**src/verilog/arb_pkg.sv**
```systemverilog
`default_nettype none

package arb_pkg;

  // Requesters on the shared bus
  localparam int n_masters = 4;

  // Width of a requester index
  localparam int idx_w = $clog2(n_masters);

  // Scheme code as seen on the arb_type port
  // Codes 6 and 7 are not listed and grant nobody
  typedef enum logic [2:0] {
    arb_p0   = 3'd0,
    arb_p1   = 3'd1,
    arb_p2   = 3'd2,
    arb_p3   = 3'd3,
    arb_rr   = 3'd4,
    arb_rand = 3'd5
  } arb_scheme_e;

  // One-hot owner vector, zero when the bus is free
  typedef logic [n_masters-1:0] grant_t;

  // LFSR state is {s3, s2, s1}
  // Start with s1 set so the sequence never locks up at zero
  localparam logic [2:0] lfsr_reset = 3'b001;

endpackage : arb_pkg

`default_nettype wire

```
**src/verilog/wb_pkg.sv**
```systemverilog
`default_nettype none

package wb_pkg;

  // Word address, data and byte select widths
  localparam int wb_adr_w = 8;
  localparam int wb_dat_w = 32;
  localparam int wb_sel_w = 4;

  // One byte lane per select bit
  localparam int wb_lane_w = wb_dat_w / wb_sel_w;

  // Depth of the memory target in words
  localparam int mem_words = 256;

  // Master to slave signals of a classic cycle
  typedef struct packed {
    logic                cyc;
    logic                stb;
    logic                we;
    logic [wb_adr_w-1:0] adr;
    logic [wb_dat_w-1:0] dat;
    logic [wb_sel_w-1:0] sel;
  } wb_m2s_t;

  // Slave to master signals
  typedef struct packed {
    logic                ack;
    logic [wb_dat_w-1:0] dat;
  } wb_s2m_t;

  // Nothing requested
  localparam wb_m2s_t wb_m2s_idle = '0;

  // No acknowledge and read data zero
  localparam wb_s2m_t wb_s2m_idle = '0;

endpackage : wb_pkg

`default_nettype wire

```
**src/verilog/wb_master_mux.sv**
```systemverilog
`timescale 1ns/10ps
`default_nettype none

module wb_master_mux (
  input  arb_pkg::grant_t               grant,
  input  wb_pkg::wb_m2s_t               m_req [arb_pkg::n_masters],
  output wb_pkg::wb_s2m_t               m_rsp [arb_pkg::n_masters],
  output logic [arb_pkg::n_masters-1:0] req,
  output wb_pkg::wb_m2s_t               s_req,
  input  wb_pkg::wb_s2m_t               s_rsp
);

  import arb_pkg::*;
  import wb_pkg::*;

  // cyc lines form the request vector
  always_comb begin
    for (int i = 0; i < n_masters; i++) begin
      req[i] = m_req[i].cyc;
    end
  end

  // Owner's request to the target, idle when the bus is free
  always_comb begin
    s_req = wb_m2s_idle;
    for (int i = 0; i < n_masters; i++) begin
      if (grant[i]) begin
        s_req = m_req[i];
      end
    end
  end

  // Response reaches the owner only
  always_comb begin
    for (int i = 0; i < n_masters; i++) begin
      if (grant[i]) begin
        m_rsp[i] = s_rsp;
      end else begin
        m_rsp[i] = wb_s2m_idle;
      end
    end
  end

endmodule : wb_master_mux

`default_nettype wire

```
**config.mk**
```make
export PLATFORM = sky130hd
export DESIGN_NAME = wb_master_mux
export DESIGN_NICKNAME = d
export VERILOG_FILES = /design/src/verilog/arb_pkg.sv /design/src/verilog/wb_pkg.sv /design/src/verilog/wb_master_mux.sv
export SDC_FILE = /design/constraint.sdc
export NUM_CORES = 1
export LEC_CHECK = 0
export BUFFER_PORTS_ARGS = -buffer_cell sky130_fd_sc_hd__clkbuf_2
export CAP_MARGIN = 20
export CORE_AREA = 2 2 156 158
export DETAILED_ROUTE_END_ITERATION = 7
export DIE_AREA = 0 0 158 160
export PLACE_DENSITY = 0.43
export SLEW_MARGIN = 20
export SYNTH_ARGS = -nofsm -noshare
export SYNTH_HDL_FRONTEND = slang
export SYNTH_SLANG_ARGS = --single-unit
```
**constraint.sdc**
```tcl
create_clock -name vclk -period 2
set_input_delay 0.3 -clock vclk [all_inputs]
set_output_delay 0.3 -clock vclk [all_outputs]
set_load 0.01 [all_outputs]
```
==> impl_metrics.tcl <==
set metrics [dict create \
    nFlopsAndLatches 0 \
    power_density_nw_per_um2 238.5 \
    synth_seq_area_share 0 \
    area_delta_synth_final_pct 116.3 \
    initial_core_util 0.08425 \
    std_cell_rows 57 \
    first_iter_violations 168 \
    worst_pin_slew_ns 0.4309 \
    hold_viol 0 \
    outcome "finished clean" \
    min-delay-start "m_req[187]" \
    postCtsSetupBuffers 0 \
    postLayoutSetupSlackWorst_ns 0.2048 \
    setup_viol 0 \
    drc 0 \
    max_stage_delay_ns 0.22 \
    die_area_um2 25280 \
    post-dp-hpwl_um 11930 \
    gp_congestion 0.8073 \
    multiInputGateArea_um2 1742 \
    cp_num_buf_inv 3 \
    postSynthCellCount 319 \
    avgSynthCellArea_um2 6.291 \
    fin_setup_tns_ns 0 \
    postSynthNetCount 544 \
    hold_buffers 0 \
    grt_max_degree 48 \
    grt_pass1_vias 3766 \
    regArea_um2 0 \
    fp.dieH_um 160 \
    min_to "req[0]" \
    timing.critical_path.mode_cell "clkbuf_2" \
    grt_pass1_wl_um 20060 \
    min_period_over_period 0.8976 \
    fmax_mhz 557.0 \
    pre_cts_slack_ns 0.1213 \
    endpoint_kind "output port" \
    num-fill-cells 2803 \
    slew_violations 0 \
    fp.coreArea_um2 23820 \
    crit_path_start_kind "input port" \
    track_usage 0.1001 \
    vias 3940 \
    pin_count 408 \
    synth_warnings 0 \
    drive_above_1_share 0.6063 \
    avgViaCountPerCell 3.859 \
    peakVddDrop_v 0.0001493 \
    slew_headroom 0.7127 \
    cts_resized 0 \
    grt_overflow 0 \
    clkbuf_count 0 \
    hold_ws_ns 0.8039 \
    crit_path_top_delay_cell "buf_12" \
    holdCritPathClass "input port to output port" \
    crit_chain "clkbuf_2 -> nand2b_2 -> buf_12 -> o22ai_1 -> a21oi_1 -> clkbuf_2" \
    final_nets 923 \
    dieWidth_um 158 \
    cp.required_ns 1.70 \
    synth_area_um2 2007 \
    min_period_ns 1.795 \
    p_leak_uw 0.002394 \
    critPathKind "input port to output port" \
    rsz0062_at_grt "no" \
    routedWlPerCell_um 14.32 \
    ys_types 13 \
    drt_wl_total_um 14620 \
    firstDrtPassIters 4 \
    path_max_fanout 47 \
    critical_path_arrival_ns 1.50 \
    critPathTopFamily "buffers and inverters" \
    hold_depth 2 \
    antenna_found_initial 1 \
    drtAntennaViolNets 0 \
    maxCapViolations 0 \
    port_buffers 408 \
]
-- cell type report --
cell class | count | share of cell area
diodes | 1 | 0.0005765
well taps | 324 | 0.09340
repair buffers | 419 | 0.5039
multi-input cells | 276 | 0.4013
inverters | 1 | 0.0008648
-- per-stage QoR --
stage / instances / instance area [µm²] / total power [µW] / utilization
2_1_floorplan: 319 / 2007 / 484.0 / -
3_3_place_gp: 1020 / 4338 / 1050 / 0.1821
3_5_place_dp: 1020 / 4338 / 1043 / 0.1821
4_1_cts: 1020 / 4338 / 1048 / 0.1821
5_1_grt: 1021 / 4340 / 1129 / 0.1822
6_report: 1021 / 4340 / 1035 / 0.1822
-- Yosys cell counts --
| master | count | area (µm²) |
|---|---|---|
| and2_1 | 132 | 825.8 |
| a21oi_1 | 47 | 235.2 |
| a22oi_1 | 47 | 352.8 |
| o22ai_1 | 47 | 294.0 |
| clkbuf_1 | 17 | 63.81 |
| buf_2 | 10 | 50.05 |
| buf_6 | 10 | 112.6 |
| buf_4 | 4 | 30.03 |
| buf_8 | 1 | 15.01 |
| inv_1 | 1 | 3.750 |
| nand2b_1 | 1 | 6.260 |
| nor2_1 | 1 | 3.750 |
| nor2b_4 | 1 | 13.76 |
-- metal layers --
layer	track usage	vias to the layer above	wire length [µm]
li1	-	1914	-
met1	0.1110	1763	5702
met2	0.2067	253	7496
met3	0.006513	10	1209
met4	0.01351	0	214
met5	0	-	0
-- layout by cell type, fill, tap and decap left out --
cell type,instances
a22oi_1,47
buf_2,1
buf_12,5
nor2b_4,1
a21oi_1,47
o22ai_1,47
and2_1,132
clkbuf_2,407
diode_2,1
nand2b_2,1
buf_4,6
clkinv_1,1
nor2_4,1
-- power breakdown --
| part | switching [µW] | internal, µW | leakage (µW) |
|---|---|---|---|
| Sequential | 0 | 0 | 0 |
| Clock | 0 | 0.0000668 | 0.00000000634 |
| Combinational | 544 | 492 | 0.00239 |
-- worst max-delay path by stage --
stage / start / end / slack (ns) / cells past startpoint
3_5_place_dp: grant[3] / s_req[46] / 0.12 / 6
5_1_grt: grant[3] / s_req[46] / 0.05 / 6
2_1_floorplan: grant[1] / s_req[19] / 0.57 / 6
4_1_cts: grant[3] / s_req[46] / 0.12 / 6
6_report: grant[3] / s_req[46] / 0.20 / 6
3_3_place_gp: grant[3] / s_req[46] / 0.18 / 6
-- cells by family after synthesis --
kind of cell | synth area share
compound gates | 0.4395
simple gates | 0.4233
buf+inv | 0.1372
No activity file was read; power rests on OpenSTA's default activity.
