`src/verilog/arb_pkg.sv`:
```
`default_nettype none

package arb_pkg;

  // Requesters on the shared bus
  localparam int n_masters = 4;

  // Width of a requester index
  localparam int idx_w = $clog2(n_masters);

  // Scheme code as seen on the arb_type port
  // Codes 6 and 7 are not listed and grant nobody
  typedef enum logic [2:0] {
    arb_p0   = 3'd0,
    arb_p1   = 3'd1,
    arb_p2   = 3'd2,
    arb_p3   = 3'd3,
    arb_rr   = 3'd4,
    arb_rand = 3'd5
  } arb_scheme_e;

  // One-hot owner vector, zero when the bus is free
  typedef logic [n_masters-1:0] grant_t;

  // LFSR state is {s3, s2, s1}
  // Start with s1 set so the sequence never locks up at zero
  localparam logic [2:0] lfsr_reset = 3'b001;

endpackage : arb_pkg

`default_nettype wire

```
`src/verilog/pn_seq_gen.sv`:
```
`timescale 1ns/10ps
`default_nettype none

module pn_seq_gen (
  input  logic       clk,
  input  logic       rst_n,
  input  logic       advance,
  output logic [1:0] rand_sel
);

  import arb_pkg::*;

  // Stages held as {s3, s2, s1}
  logic [2:0] lfsr_q;
  logic       feedback;

  // Feedback taps on s1 and s3
  assign feedback = lfsr_q[0] ^ lfsr_q[2];

  // Moves only on a grant decision, so idle cycles leave it alone
  always_ff @(posedge clk or negedge rst_n) begin
    if (!rst_n) begin
      lfsr_q <= lfsr_reset;
    end else if (advance) begin
      lfsr_q <= {lfsr_q[1], lfsr_q[0], feedback};
    end
  end

  // Seed is {s3, s2}
  assign rand_sel = lfsr_q[2:1];

endmodule : pn_seq_gen

`default_nettype wire

```
`src/verilog/bus_arbiter.sv`:
```
`timescale 1ns/10ps
`default_nettype none

module bus_arbiter (
  input  logic                          clk,
  input  logic                          rst_n,
  input  logic [arb_pkg::n_masters-1:0] req,
  input  arb_pkg::arb_scheme_e          arb_type,
  output arb_pkg::grant_t               grant
);

  import arb_pkg::*;

  grant_t           grant_q;
  grant_t           cand;
  logic [idx_w-1:0] rr_ptr;
  logic [idx_w-1:0] rand_sel;
  logic [idx_w-1:0] win_idx;
  logic             owner_active;
  logic             decide;
  logic             advance;

  // Requester first goes first, the rest in ascending index
  function automatic grant_t fixed_pick(input logic [n_masters-1:0] r,
                                        input logic [idx_w-1:0]     first);
    grant_t g;
    logic   found;
    g     = '0;
    found = 1'b0;
    if (r[first]) begin
      g[first] = 1'b1;
      found    = 1'b1;
    end
    for (int i = 0; i < n_masters; i++) begin
      if (!found && r[i]) begin
        g[i]  = 1'b1;
        found = 1'b1;
      end
    end
    return g;
  endfunction

  // Search starts just after the last winner and wraps back to it
  function automatic grant_t rr_pick(input logic [n_masters-1:0] r,
                                     input logic [idx_w-1:0]     ptr);
    grant_t           g;
    logic [idx_w-1:0] idx;
    logic             found;
    g     = '0;
    found = 1'b0;
    for (int k = 1; k <= n_masters; k++) begin
      idx = ptr + idx_w'(k);
      if (!found && r[idx]) begin
        g[idx] = 1'b1;
        found  = 1'b1;
      end
    end
    return g;
  endfunction

  // Index of the set bit in a one-hot vector
  function automatic logic [idx_w-1:0] onehot_idx(input grant_t g);
    logic [idx_w-1:0] idx;
    idx = '0;
    for (int i = 0; i < n_masters; i++) begin
      if (g[i]) begin
        idx = idx_w'(i);
      end
    end
    return idx;
  endfunction

  pn_seq_gen i_pn_seq_gen (
    .clk      (clk),
    .rst_n    (rst_n),
    .advance  (advance),
    .rand_sel (rand_sel)
  );

  // Candidate owner under the current scheme
  always_comb begin
    case (arb_type)
      arb_p0, arb_p1, arb_p2, arb_p3: cand = fixed_pick(req, arb_type[idx_w-1:0]);
      arb_rr:                         cand = rr_pick(req, rr_ptr);
      arb_rand:                       cand = fixed_pick(req, rand_sel);
      default:                        cand = '0;
    endcase
  end

  // Owner keeps the bus while its cyc stays high
  assign owner_active = |(grant_q & req);
  assign decide       = !owner_active;

  // One LFSR step per decision that picks somebody
  assign advance = decide & (|cand);
  assign win_idx = onehot_idx(cand);

  always_ff @(posedge clk or negedge rst_n) begin
    if (!rst_n) begin
      grant_q <= '0;
      rr_ptr  <= '0;
    end else if (decide) begin
      grant_q <= cand;
      if (|cand) begin
        rr_ptr <= win_idx;
      end
    end
  end

  assign grant = grant_q;

endmodule : bus_arbiter

`default_nettype wire

```
`config.mk`:
```
export PLATFORM = sky130hd
export DESIGN_NAME = bus_arbiter
export DESIGN_NICKNAME = d
export VERILOG_FILES = /design/src/verilog/arb_pkg.sv /design/src/verilog/pn_seq_gen.sv /design/src/verilog/bus_arbiter.sv
export SDC_FILE = /design/constraint.sdc
export NUM_CORES = 1
export LEC_CHECK = 0
export ABC_AREA = 1
export BUFFER_PORTS_ARGS = -buffer_cell sky130_fd_sc_hd__buf_2
export CORE_MARGIN = 8
export CORE_UTILIZATION = 30
export CTS_BUF_LIST = sky130_fd_sc_hd__clkbuf_4
export DETAILED_ROUTE_END_ITERATION = 8
export GPL_TIMING_DRIVEN = 1
export HOLD_SLACK_MARGIN = 0.08
export PLACE_DENSITY_LB_ADDON = 0.15
export SYNTH_ARGS = -nofsm -noshare
export SYNTH_HDL_FRONTEND = slang
export SYNTH_HIERARCHICAL = 1
export SYNTH_SLANG_ARGS = --single-unit
```
`constraint.sdc`:
```
create_clock -name clk -period 2.8 [get_ports clk]
set_input_delay 0.28 -clock clk [delete_from_list [all_inputs] [get_ports clk]]
set_output_delay 0.28 -clock clk [all_outputs]
set_load 0.01 [all_outputs]
```
==> results of run 1 <==
## logic make-up after synthesis
group                    share of synthesized area [%]
AO/OA/AOI/OAI                                     6.42
adder cells (fa/ha/maj)                           8.57
buffers and inverters                             10.5
flip-flops                                        19.4
AND/OR/NAND/NOR                                   55.1
## stage by stage
stage | util, % | setup WS [ns] | instances | area [sq um]
floorplan | - | 0.597 | 188 | 1170
global placement | 34.2 | 0.514 | 246 | 1270
detailed placement | 34.2 | 0.483 | 246 | 1270
CTS | 35.3 | 0.456 | 251 | 1310
global route | 35.3 | 0.163 | 251 | 1310
finish | 35.3 | 0.456 | 251 | 1310
## cell usage after synthesis, types with 2 or more instances
master / instances / area [sq um]
nand4_1: 5 / 31.3
o21ai_1: 4 / 20.0
dfrtp_1: 8 / 200
nor3_1: 2 / 10.0
nand2_1: 71 / 267
a21oi_1: 4 / 20.0
nand3_4: 2 / 35.0
nand2_2: 7 / 43.8
buf_4: 2 / 15.0
nand3_1: 26 / 130
nor2_4: 2 / 22.5
ha_1: 8 / 100
o21ai_0: 4 / 20.0
inv_2: 5 / 18.8
nand2_4: 4 / 45.0
nor2_1: 6 / 22.5
inv_1: 17 / 63.8
o211ai_1: 2 / 15.0
nand3b_1: 2 / 15.0
nor2_2: 2 / 12.5
## critical path, delay by kind of cell, from the launching register on
family | cells | cell delay [ns]
AND/OR/NAND/NOR | 12 | 1.11
buffers and inverters | 3 | 0.38
flip-flops | 1 | 0.37
adder cells (fa/ha/maj) | 1 | 0.33
AO/OA/AOI/OAI | 1 | 0.10
## layer usage
metal,track usage (%),routed length (um),part of all wire (%)
met3,2.05,126,4.1
met1,14.5,1560,51
met2,15.7,1330,43
met4,3.89,51,1.7
met5,0,0,0
## sequential cells by signal, indices dropped and copies added, names as in the netlist
register	count
grant	4
i_pn_seq_gen/lfsr_q	3
rr_ptr	2
## final timing paths
| path | end | startpoint | slack, ns |
|---|---|---|---|
| worst max register to register | i_pn_seq_gen/lfsr_q[0]$_DFFE_PN1P_ | rr_ptr[1]$_DFFE_PN0P_ | 0.46 |
| max in group asynchronous | i_pn_seq_gen/lfsr_q[0]$_DFFE_PN1P_ | rst_n | 2.16 |
| min in group clk | grant[1]$_DFFE_PN0P_ | grant[1]$_DFFE_PN0P_ | 0.51 |
| worst max-delay path | i_pn_seq_gen/lfsr_q[0]$_DFFE_PN1P_ | rr_ptr[1]$_DFFE_PN0P_ | 0.46 |
| worst min-delay path | grant[1]$_DFFE_PN0P_ | rst_n | 0.40 |
| worst min register to register | grant[1]$_DFFE_PN0P_ | grant[1]$_DFFE_PN0P_ | 0.51 |
## report_power, final
| group | total, uW | switching, uW | internal (uW) |
|---|---|---|---|
| Clock | 113 | 47.9 | 64.8 |
| Sequential | 249 | 53.9 | 195 |
| Combinational | 885 | 581 | 304 |
| Total | 1250 | 683 | 564 |
## final cells by class
| cell class | count | area (sq um) |
|---|---|---|
| Fill cell | 405 | 2400 |
| Multi-Input combinational cell | 152 | 820 |
| Sequential cell | 9 | 226 |
| Inverter | 23 | 91.3 |
| Timing Repair Buffer | 15 | 85.1 |
| Tap cell | 48 | 60.1 |
| Clock buffer | 4 | 30.0 |
==> metrics, run 1 <==
outcome=finished, final reports clean; quantity of I/O buffers inserted on ports=12; Yosys warning count=6; first-pass GRT wire length=5.35 mm; Setup TNS=0 ns; Core Footprint=roughly 3700 sq um; Final ANT Viol Nets=0; gpl congestion=0.864; Gate Count Post-Synth=188; dominant synthesized flop cell=dfrtp_1; antenna fix cells=0; num ports=13; final net count=221; Yosys cell types=25; clock period minus final worst setup slack=approximately 2.3 ns; Die Wd=78.4 um; CP Capture Type=register; critical-path cell list=inv_1, ha_1, inv_1, nand3_4, nand2_4, nand2_4, nor2_4, nand2_1, nand3_2, a21oi_1, nand2_1, nand2_1, nand2_1, nand2_1, nand2_1, nand2_1, inv_1; setup violators final=0; syn nets=between 200 and 250; Clock Latency Late Sink=0.26 ns; RSZ-0062 raised after global routing=false; Setup Skew=roughly 0.002 ns; Post-Syn Area=between 1000 and 1500 sq um; worst reg-to-reg path cell count=17; CTS max path bufs=2; Worst setup SP type=register; syn_area_per_cell=6.22 sq um; clock slew at reported path FFs=0.06 ns; largest net degree at the start of global routing=12; WL/cell=12.2 um; Data required, critical path=approximately 3 ns; Final period util=a little over four fifths; most frequent cells in the layout=nand2_1 (71), nand3_1 (26), inv_1 (17), buf_2 (12); Post-CTS Repair Setup Buffers=0; final hold violation count=0; Rel. slew slack=54.7%; slowest CP cell=dfrtp_1; CP arrival=~2.6 ns; leading cell type in the layout, fill and taps excluded=nand2_1; H-tree levels=1; P&R area growth vs syn=12.3%; max-cap viol count=0; worst hold slack=0.396 ns; CTS tree=done; CTS root buffer=clkbuf_4; Post-synth EDFFs=0; DR pass1 iterations=4; # rows=22; register bit total from synthesis=9; Die Y=about 78 um; grt total ovfl=0; Initial Util=31.4%; routed wire length=3.07 mm; P_leak=0.000725 uW; vias in the first global route=1135; sequential area share after synthesis=19.4%; Slew Viols, Final=0; Final Power=between 1000 and 1500 uW; PD cells=~950 nW/um^2; CP Max Fanout=7; Least-Margin Pin Slew=between 0.6 and 0.7 ns; vias per cell=4.81; most used cell, CP=nand2_1; initial antenna violation count=0; Fmax=427 MHz; Min-Delay Path Class=in2async; vias=1208; Peak VDD IR=0.391 mV; All-Layer GR Usage=a little over a tenth; # resized after CTS=0; Final HPWL DP=2.42 mm; # hold bufs at CTS=1; DRT iter0 DRCs=about 190; Post-synth ARST share=100%; Slowest Stage Delay on Critical Path=about 0.37 ns; share of cells above drive strength 1=21.2%; Die ar.=6150 sq um; Worst Setup Path Type=reg2reg; DRC errors left=0; clk sink count=9; CTS Buf Count=3
Power figures use the tool's default switching activity.
==> inputs of run 2 (changes only) <==
==> constraint.sdc (replaced) <==
create_clock -name clk -period 2.45 [get_ports clk]
set_input_delay 0.245 -clock clk [delete_from_list [all_inputs] [get_ports clk]]
set_output_delay 0.245 -clock clk [all_outputs]
set_load 0.01 [all_outputs]
==> run 2 against run 1 <==
Compared with the run above:
- core utilization rose by 0.57 points
- clock-buffer cell count stayed put
- sequential power is 14% higher
- global-route usage decreased by 0.49 points
- combinational power grew 18%
- worst hold slack worse by 0.039 ns
- clock skew rose by 0.0014 ns
- maximum frequency up 5.7%
- largest power group unchanged
==> metrics, run 2 (synthesis results as in run 1) <==
outcome=finished, final reports clean; H-tree levels=1; setup violators final=0; CP Max Fanout=10; first-pass GRT wire length=5.24 mm; CTS tree=done; Seq. cell area=226 sq um; multi-input logic area=833 sq um; share of cells above drive strength 1=24.0%; Die Y=78.4 um; vias per cell=4.83; antenna fix cells=0; vias=1217; metal3 WL=about 160 um; # rows=22; CTS max path bufs=2; Data required, critical path=2.65 ns; quantity of I/O buffers inserted on ports=12; Initial Util=around a third; Fmax=451 MHz; routed wire length=3.11 mm; Final Power=1450 uW; CTS root buffer=clkbuf_4; RSZ-0062 raised after global routing=false; initial antenna violation count=0; metal2 WL=1.43 mm; Final period util=90.6%; clock slew at reported path FFs=around 0.060 ns; Rel. slew slack=45.4%; Worst Setup Path Type=reg2reg; Slew Viols, Final=0; gpl congestion=0.882; clock period minus final worst setup slack=2.22 ns; Setup TNS=0 ns; placed cell areas=1280 sq um; Die Wd=a little under 80 um; clk sink count=9; Clock Latency Late Sink=0.26 ns; DRC errors left=0; leading cell type in the layout, fill and taps excluded=nand2_1; M1 wire length=1.52 mm; DR pass1 iterations=4; P_leak=0.000731 uW; largest net degree at the start of global routing=12; grt total ovfl=0; Min-Delay Path Class=in2async; max-cap viol count=0; Final ANT Viol Nets=0; # fillers=around 430; Worst setup SP type=register; Die ar.=6150 sq um; P&R area growth vs syn=14.1%; All-Layer GR Usage=roughly a tenth; Final HPWL DP=about 2.4 mm; CTS Buf Count=3; CP Capture Type=register; final net count=222; final hold violation count=0; Peak VDD IR=0.355 mV; PD cells=1090 nW/um^2; Core Footprint=roughly 3700 sq um; CP arrival=2.42 ns; Setup Skew=0.00338 ns; fin area=1330 sq um; highest routed layer=met3; max reg flops=4; most frequent cells in the layout=nand2_1 (70), nand3_1 (26), inv_1 (16), buf_2 (12); WL/cell=12.3 um; DRT iter0 DRCs=78; num ports=13; Post-CTS Repair Setup Buffers=0; Least-Margin Pin Slew=0.813 ns; vias in the first global route=1142
-- run 2: cell types whose count changed in the layout (fill, tap and decap cells not counted), sizes merged --
| cell | delta |
|---|---|
| buf | +1 |
-- run 2: cell type report --
cell class / instances / share of cell area [%]
Inverter: 23 / 6.85
Tap cell: 48 / 4.50
Sequential cell: 9 / 17.0
Timing Repair Buffer: 16 / 6.94
Clock buffer: 4 / 2.25
Multi-Input combinational cell: 152 / 62.5
-- run 2: through the flow --
stage          utilization, %  setup slack [ns]  hold WS (ns)  instances
6_report                 35.9             0.231         0.358        252
5_1_grt                  35.9            0.0235         0.377        252
4_1_cts                  35.5             0.137         0.361        252
3_5_place_dp             34.4             0.154         0.110        247
3_3_place_gp             34.4             0.189         0.102        247
2_1_floorplan               -             0.247       -0.0506        188
-- run 2: power breakdown --
| part | total [uW] | internal, uW | switching [uW] |
|---|---|---|---|
| registers | 285 | 224 | 61.3 |
| logic | 1040 | 366 | 672 |
| clock network | 125 | 73.8 | 50.8 |
-- run 2: worst paths after layout --
check,from,endpoint,slack (ns),depth (start not counted)
worst min-delay path,rst_n,grant[0]$_DFFE_PN0P_,0.36,2
worst max register to register,rr_ptr[0]$_DFFE_PN0P_,i_pn_seq_gen/lfsr_q[0]$_DFFE_PN1P_,0.23,16
max in group asynchronous,rst_n,i_pn_seq_gen/lfsr_q[0]$_DFFE_PN1P_,1.85,2
min in group clk,grant[2]$_DFFE_PN0P_,grant[2]$_DFFE_PN0P_,0.51,2
worst min register to register,grant[2]$_DFFE_PN0P_,grant[2]$_DFFE_PN0P_,0.51,2
worst max-delay path,rr_ptr[0]$_DFFE_PN0P_,i_pn_seq_gen/lfsr_q[0]$_DFFE_PN1P_,0.23,16
-- run 2: routing by layer --
layer  global-route usage (%)  up-vias
met3                     1.37        0
met5                        0        -
li1                         -      635
met2                     16.3       23
met4                     1.67        0
met1                     13.9      559
-- run 2: worst max-delay path: stages (launching register included) --
cell and delay, ns:
dfrtp_1 0.41, inv_6 0.08, ha_1 0.36, inv_2 0.10, nand3_4 0.10, nand2_4 0.11
nand2_4 0.07, nor2_4 0.13, nand2_1 0.06, nand3b_1 0.12, a21oi_2 0.09, nand2_1 0.09
nand2_1 0.09, nand2_2 0.13, nand3_1 0.09, nand2_1 0.08, inv_1 0.04
-- run 2: repair_timing --
item	4_1_cts	5_1_grt
endpoints found under the setup margin	0	3
resized for setup	0	5
hold buffers	1	0
hold endpoints to repair	9	0
